==> config.mk <==
export PLATFORM = sky130hd
export DESIGN_NAME = branch_predictor
export DESIGN_NICKNAME = d
export VERILOG_FILES = /design/src/hdl/bp_pkg.sv /design/src/hdl/branch_history_table.sv /design/src/hdl/branch_predictor.sv /design/src/hdl/pattern_history_table.sv /design/src/hdl/pattern_table_bank.sv
export VERILOG_INCLUDE_DIRS = /design/src /design/src/hdl
export SDC_FILE = /design/constraint.sdc
export NUM_CORES = 1
export LEC_CHECK = 0
export BUFFER_PORTS_ARGS = -buffer_cell sky130_fd_sc_hd__buf_2
export CAP_MARGIN = 0
export CELL_PAD_IN_SITES_DETAIL_PLACEMENT = 0
export CELL_PAD_IN_SITES_GLOBAL_PLACEMENT = 1
export CORE_MARGIN = 2
export CORE_UTILIZATION = 45
export DETAILED_ROUTE_END_ITERATION = 8
export GPL_ROUTABILITY_DRIVEN = 0
export HOLD_SLACK_MARGIN = 0.03
export PLACE_DENSITY_LB_ADDON = 0.1
export SLEW_MARGIN = 0
export SYNTH_ARGS = -nofsm -noshare
export SYNTH_HDL_FRONTEND = slang
export SYNTH_HIERARCHICAL = 1
export SYNTH_SLANG_ARGS = --single-unit
==> constraint.sdc <==
create_clock -name clk -period 5.6 [get_ports clk]
set_input_delay 1.12 -clock clk [delete_from_list [all_inputs] [get_ports clk]]
set_output_delay 1.12 -clock clk [all_outputs]
set_load 0.02 [all_outputs]
==> src/hdl/bp_params.svh <==
`ifndef BP_PARAMS_SVH
`define BP_PARAMS_SVH

// Program counter width in bits.
`define BP_PC_WIDTH 16

// Bits in one local history entry.
`define BP_HISTORY_BITS 4

// Pc field that picks one of the pattern history tables.
`define BP_PHT_SEL_BITS 3
`define BP_PHT_SEL_LSB 4

// Pc field that picks one branch history entry.
`define BP_BHT_SEL_BITS 2
`define BP_BHT_SEL_LSB 2

// Table sizes derived from the index widths.
`define BP_BHT_ENTRIES (2 ** `BP_BHT_SEL_BITS)
`define BP_PHT_ENTRIES (2 ** `BP_HISTORY_BITS)
`define BP_NUM_PHTS (2 ** `BP_PHT_SEL_BITS)

`endif

==> src/hdl/bp_pkg.sv <==
`include "bp_params.svh"

package bp_pkg;

// Two-bit saturating counter states.
// The upper bit of the encoding is the predicted direction.
typedef enum logic [1:0] {
    strong_not_taken = 2'd0,
    weak_not_taken   = 2'd1,
    weak_taken       = 2'd2,
    strong_taken     = 2'd3
} counter_state_t;

// One local history, newest outcome in bit 0.
typedef logic [`BP_HISTORY_BITS-1:0] history_t;

endpackage : bp_pkg

==> src/hdl/branch_history_table.sv <==
`include "bp_params.svh"

module branch_history_table (
    /* INPUTS */
    input logic clk,
    input logic reset,
    input logic stall,

    input logic [`BP_BHT_SEL_BITS-1:0] index,

    input logic update,
    input logic update_value,

    /* OUTPUTS */
    output bp_pkg::history_t history
);

bp_pkg::history_t entries [`BP_BHT_ENTRIES];
bp_pkg::history_t shifted;
logic write_enable;

assign history = entries[index];  // Read path is purely combinational.

assign write_enable = update && !stall;
assign shifted = {entries[index][`BP_HISTORY_BITS-2:0], update_value};  // Oldest bit drops.

always_ff @(posedge clk) begin
    if (reset) begin
        for (int i = 0; i < `BP_BHT_ENTRIES; i++) begin
            entries[i] <= '0;
        end
    end else if (write_enable) begin
        entries[index] <= shifted;
    end
end

endmodule : branch_history_table

==> src/hdl/branch_predictor.sv <==
`include "bp_params.svh"

module branch_predictor (
    /* INPUTS */
    input logic clk,
    input logic reset,
    input logic stall,

    input logic [`BP_PC_WIDTH-1:0] pc,

    input logic update,
    input logic update_value,

    /* OUTPUTS */
    output logic prediction
);

logic [`BP_BHT_SEL_BITS-1:0] bht_index;
logic [`BP_PHT_SEL_BITS-1:0] pht_select;
bp_pkg::history_t history;

assign bht_index  = pc[`BP_BHT_SEL_LSB +: `BP_BHT_SEL_BITS];
assign pht_select = pc[`BP_PHT_SEL_LSB +: `BP_PHT_SEL_BITS];

branch_history_table _branch_history_table (
    /* INPUTS */
    .clk,
    .reset,
    .stall,
    .index(bht_index),
    .update,
    .update_value,

    /* OUTPUTS */
    .history
);

// History from the first level addresses the counters in the second.
pattern_table_bank _pattern_table_bank (
    /* INPUTS */
    .clk,
    .reset,
    .stall,
    .select(pht_select),
    .history,
    .update,
    .update_value,

    /* OUTPUTS */
    .prediction
);

endmodule : branch_predictor

==> src/hdl/pattern_history_table.sv <==
`include "bp_params.svh"

module pattern_history_table (
    /* INPUTS */
    input logic clk,
    input logic reset,
    input logic stall,

    input bp_pkg::history_t index,

    input logic update,
    input logic update_value,

    /* OUTPUTS */
    output logic prediction
);

bp_pkg::counter_state_t counters [`BP_PHT_ENTRIES];
bp_pkg::counter_state_t current;
bp_pkg::counter_state_t trained;
logic write_enable;

// One saturating step toward the observed outcome.
function automatic bp_pkg::counter_state_t step(
    input bp_pkg::counter_state_t state,
    input logic                   taken
);
    bp_pkg::counter_state_t next;
    next = state;
    case (state)
        bp_pkg::strong_not_taken: begin
            if (taken) next = bp_pkg::weak_not_taken;
        end
        bp_pkg::weak_not_taken: begin
            next = taken ? bp_pkg::weak_taken : bp_pkg::strong_not_taken;
        end
        bp_pkg::weak_taken: begin
            next = taken ? bp_pkg::strong_taken : bp_pkg::weak_not_taken;
        end
        bp_pkg::strong_taken: begin
            if (!taken) next = bp_pkg::weak_taken;
        end
        default: next = bp_pkg::weak_not_taken;
    endcase
    return next;
endfunction

assign current = counters[index];
assign prediction = current[1];  // Upper bit is the direction.

assign write_enable = update && !stall;
assign trained = step(current, update_value);

always_ff @(posedge clk) begin
    if (reset) begin
        for (int i = 0; i < `BP_PHT_ENTRIES; i++) begin
            counters[i] <= bp_pkg::weak_not_taken;
        end
    end else if (write_enable) begin
        counters[index] <= trained;  // Indexed by the pre-edge history.
    end
end

endmodule : pattern_history_table

==> src/hdl/pattern_table_bank.sv <==
`include "bp_params.svh"

module pattern_table_bank (
    /* INPUTS */
    input logic clk,
    input logic reset,
    input logic stall,

    input logic [`BP_PHT_SEL_BITS-1:0] select,
    input bp_pkg::history_t history,

    input logic update,
    input logic update_value,

    /* OUTPUTS */
    output logic prediction
);

logic [`BP_NUM_PHTS-1:0] table_update;
logic [`BP_NUM_PHTS-1:0] table_prediction;

// Only the selected table sees the update strobe.
always_comb begin
    table_update = '0;
    table_update[select] = update;
end

for (genvar t = 0; t < `BP_NUM_PHTS; t++) begin : g_table
    pattern_history_table _pattern_history_table (
        /* INPUTS */
        .clk,
        .reset,
        .stall,
        .index(history),
        .update(table_update[t]),
        .update_value,

        /* OUTPUTS */
        .prediction(table_prediction[t])
    );
end

assign prediction = table_prediction[select];  // Same table that trains.

endmodule : pattern_table_bank

[After elaboration in Yosys (flattened, before gate mapping)]
Memory sizes are Yosys's and may differ from the RTL's.
Cells that the tools add are included.
Word-level totals
  bits in registers: 0
  bits in writable memories: 272
  input port bits: 21
  output and inout port bits: 1
  word-level logic and storage cells: 150
  memories: 9
Operators by class
  magnitude comparators: 2
  eq/ne operators: 24
  multiplexer cells: 86
  bitwise gates (word level): 1
  reduce and logical (&&, ||, !) cells: 28
Memory list
  _pattern_table_bank.g_table[0]._pattern_history_table.counters: words 16, width 2, rd ports 1, clocked after memory_dff 0, wr ports 16, line pattern_history_table.sv:18  | bp_pkg::counter_state_t counters [`BP_PHT_ENTRIES];
  _pattern_table_bank.g_table[1]._pattern_history_table.counters: words 16, width 2, rd ports 1, clocked after memory_dff 0, wr ports 16, line pattern_history_table.sv:18
  _pattern_table_bank.g_table[2]._pattern_history_table.counters: words 16, width 2, rd ports 1, clocked after memory_dff 0, wr ports 16, line pattern_history_table.sv:18
  _pattern_table_bank.g_table[3]._pattern_history_table.counters: words 16, width 2, rd ports 1, clocked after memory_dff 0, wr ports 16, line pattern_history_table.sv:18
  _pattern_table_bank.g_table[4]._pattern_history_table.counters: words 16, width 2, rd ports 1, clocked after memory_dff 0, wr ports 16, line pattern_history_table.sv:18
  _pattern_table_bank.g_table[5]._pattern_history_table.counters: words 16, width 2, rd ports 1, clocked after memory_dff 0, wr ports 16, line pattern_history_table.sv:18
  3 more memories
Operators with widths (number)
  2-bit case mux with 4 select lines: 8
  2-bit 2-to-1 mux: 27
  1-bit 2-to-1 mux: 40
  4-bit 2-to-1 mux: 9
  2-bit == test, second input constant: 16
  2-bit by 1-bit == test with 1-bit output, second input constant: 8
  2-bit logical NOT: 8
  2-bit OR reduction: 8
  1-bit logical AND: 10
  8-bit bitwise AND: 1
  3-bit by 4-bit < comparator with 1-bit output, second input constant: 1
  4-bit OR reduction: 1
  1-bit binary-select mux with 3-bit select: 1
  1-bit demux with 3-bit select: 1
  3-bit by 1-bit >= comparator with 1-bit output, second input constant: 1
  1-bit logical NOT: 1

[Logic depth before layout (Yosys ltp)]
  word-level depth: 11
  depth in mapped cells: 9

[Cells and area by module]
The synthesis kept the hierarchy.
By module, submodules not included
  pattern_history_table: instances 8, cells each 140, area an instance 1734.2 um^2, seq. area each 960.9 um^2
  branch_history_table: instances 1, cells each 48, area an instance 790.8 um^2, seq. area each 480.5 um^2
  pattern_table_bank: instances 1, cells each 16, area an instance 122.6 um^2, seq. area each 0.0 um^2

[Worst setup path after synthesis]
Ideal clock, no wire load.
  path kind: input -> output
  start point: input port pc[2]
  end point: output port prediction
  arrival time: 4061 ps
  path slack: 419 ps
  stages: 9
  buffers on the path: 2
  cells stage by stage: buf_6 mux4_1 nor2b_1 clkbuf_1 a22o_1 nor2_4 inv_1 mux4_1 mux2_2
Between the ends
  cells in the longest elaborated chain, start to end: 4
Ends and longest elaborated chain
  start, declared: line branch_predictor.sv:9  | input logic [`BP_PC_WIDTH-1:0] pc,
  memory read 4 x 4 bit
  named net history[3]: line branch_predictor.sv:20  | bp_pkg::history_t history;
  memory read 16 x 2 bit
  named net _pattern_table_bank.table_prediction[3]: line pattern_table_bank.sv:20  | logic [`BP_NUM_PHTS-1:0] table_prediction;
  1-bit binary-select mux with 3-bit select: line pattern_table_bank.sv:43  | assign prediction = table_prediction[select];
  1-bit 2-to-1 mux (not written as such): line pattern_table_bank.sv:43
  end, declared: line branch_predictor.sv:15  | output logic prediction
The timed path passes the listed nets, and every way through them passes these cells. The select of a mux whose other input is x is not followed.

[Final worst setup path]
Ends and elaborated chain as after synthesis.

==> results.cfg <==
[outcome]
status = completed

[yosys]
synthMuxAreaShare = 0.1249
yosysTopAreaCell = edfxtp_1
synth.most_common_cell = edfxtp_1
synth_top_family_by_area = simple AND/OR/NAND/NOR gates
synth_edf_count = 272
synthDistinctLibCells = 33
synth_top_area_share = 0.5524
syn_inst = 1184
syn_avg_cell_area_um2 = 12.49
synthArstFlopShare = 0
ys_seq_area_frac = 0.5524
synth_compound_area_frac = 0.02065
yosys_warnings = 6
syn_area_mm2 = 0.01479
synth_nets = 1205
synthSimpleGateAreaFrac = 0.2474
synthAdderAreaFrac = 0.01489
synth_area_leaders = edfxtp_1 (55%), mux4_1 (12%), nand2_1 (4.3%), nand2b_1 (3.9%), nor2_1 (3.2%)
ys_ff_latch = 272
synth_commonest_cells = edfxtp_1 (272), nand2_1 (170), nor2_1 (127)
synth-main-ff-cell = edfxtp_1
synthXorXnorAreaFrac = 0

[placement]
hpwl_um = 19740
post-place-ws_ns = 0.2037
portBuffers = 10

[timing]
min_period_over_period = 0.9604
worstMarginPinSlew_ns = 0.8112
drv_slew = 0
finalHoldViolations = 0
min_period_ns = 5.378
rsz0062_at_grt = false
fin_setup_tns_ns = 0
fin_skew_ns = 0.008768
max_freq_mhz = 185.9
fin_ws_ns = 0.2220
max-slew-margin-rel = 0.4592
finalSetupViolations = 0

[critical_path]
ff2ff_setup_slack_ns = 2.54
critPathLaunchType = primary input
crit_path_start = pc[2]
setup.worst_path.class = primary input to primary output
critical_path.max_fanout = 23
worstPathRequired_ns = 4.48
r2r_start = _branch_history_table/entries[0][0]$_SDFFCE_PN0P_
crit_path_end_kind = primary output
worstPathCellList = buf_2, mux4_4, buf_4, mux4_1, a22o_1, nor2_4, inv_1, mux4_1, mux2_2, buf_2
crit_slowest_cell = mux4_4
arrival_ns = 4.26
slowest_delay_ns = 0.70
rr_worst_depth = 7

[route]
drt-pass1-iter-count = 5
wl_um = 31480
post_drt_wl_per_cell_um = 19.09
drc = 0
drtIter0Drc = 619
num_vias = 9097
vias_per_cell = 5.517
ant_nets = 0

[global_route]
antenna_found_initial = 1
gr-total-overflow = 0
groute.usage.overall = 0.1881
grt_max_degree = 74
grt_pass1_vias = 9035
grt_pass1_wl_um = 50030

[power_and_ir_drop]
p_sw_frac = 0.2579
leakage_uw = 0.005130
p_per_area_mw_per_mm2 = 296.1
pwr-share-seq = 0.480
power_frac_comb = 0.146
ir_drop_mv = 0.2515
internal_power_uw = 3534
pwr-share-clk = 0.373
p_sw_uw = 1228

[clock_network]
clock-sinks = 272
cts_made_buffers = 30
clockRootBuffer = clkbuf_16
cts.path.max_buffers = 3
postCtsHoldBufs = 0
cts_tree = yes
worstSkewPairLatency_ns = 0.55
post_cts_buffers = 0
htree_levels = 1
clk_pin_slew_worst_paths_ns = 0.06
cts-resized-gates = 0

[run]
maxCapViolCount = 0

[cells_and_area]
n_antenna_cell = 0
nNetsFinal = 1208
fillers = 2877
drive_gt1_frac = 0.1823
area_growth_pct = 8.766

[hold_path]
worstHoldPathType = flop to flop
min_path_cells = 1
hold_start = _branch_history_table/entries[2][0]$_SDFFCE_PN0P_
hold_path_end = _branch_history_table/entries[2][1]$_SDFFCE_PN0P_

[floorplan]
dieHeight_um = 185.3
row_count = 66
initial_core_util = 0.4556
io_pins = 22
dieArea_mm2 = 0.03433
core_mm2 = 0.03245
die-width_um = 185.3
==> cells by family after synthesis <==
group | count (synthesis)
compound gates | 36
buf+inv | 93
fa+ha+maj | 16
flops | 272
mux | 71
simple gates | 696
==> power groups by stage <==
stage / combinational (uW) / sequential [uW] / clock (uW)
after floorplan: 552 / 2320 / 0
after global placement: 699 / 2330 / 0
after detailed placement: 703 / 2330 / 0
after CTS: 706 / 2290 / 1810
after global routing: 756 / 2290 / 1890
final: 696 / 2290 / 1780
==> flip-flops by register name, indices dropped and copies added, names as in the netlist <==
name,cells
_pattern_table_bank/g_table._pattern_history_table/counters,256
_branch_history_table/entries,16
==> critical path, delay by kind of cell <==
family	cells	cell delay [ns]
AO/OA/AOI/OAI	1	0.26
buffers and inverters	4	0.65
multiplexers	4	2.07
AND/OR/NAND/NOR	1	0.15
==> per-stage QoR <==
stage	std cells	cell area [um^2]	hold slack (ns)	total power [uW]	util
final	1649	16080	0.5792	4762	0.4956
after global routing	1649	16080	0.6133	4933	0.4956
after CTS	1649	16080	0.5814	4801	0.4956
after detailed placement	1597	15220	0.5671	3035	0.4691
after global placement	1597	15220	0.5690	3029	0.4691
after floorplan	1184	14790	0.5380	2875	-
==> placed cells by master (no fill, tap or decap), types with 20 or more instances in the layout <==
master / netlist / final
or2_2: 56 / 56
and2_1: 20 / 20
nor3_1: 66 / 66
mux4_1: 69 / 66
nor2b_1: 24 / 24
edfxtp_1: 272 / 272
nor2_1: 127 / 127
nand2b_1: 91 / 91
nand2_1: 170 / 170
nand3_1: 64 / 64
clkbuf_16: 0 / 31
buf_4: 0 / 30
==> worst max path at each step <==
stage | end | cells after the start
floorplan | prediction | 9
global placement | prediction | 10
detailed placement | prediction | 10
CTS | prediction | 10
global route | prediction | 10
finish | prediction | 10
==> routing by layer <==
metal | share of wire | track usage | vias to the layer above
met2 | 0.48 | 0.3136 | 166
met4 | 0.014 | 0.03683 | 2
met1 | 0.47 | 0.2658 | 4523
met3 | 0.035 | 0.02379 | 35
li1 | - | - | 4371
met5 | 0.00041 | 0 | -
==> area by class of cell <==
cell class	count	area, um^2	area share
well taps	442	553.0	0.03439
clock inverters	13	53.80	0.003345
multi-input cells	819	6025	0.3746
clock buffers	39	805.8	0.05010
inverters	18	67.56	0.004201
repair buffers	46	410.4	0.02552
flip-flops and latches	272	8168	0.5079
Note: power is estimated with default switching activity, not from simulation.
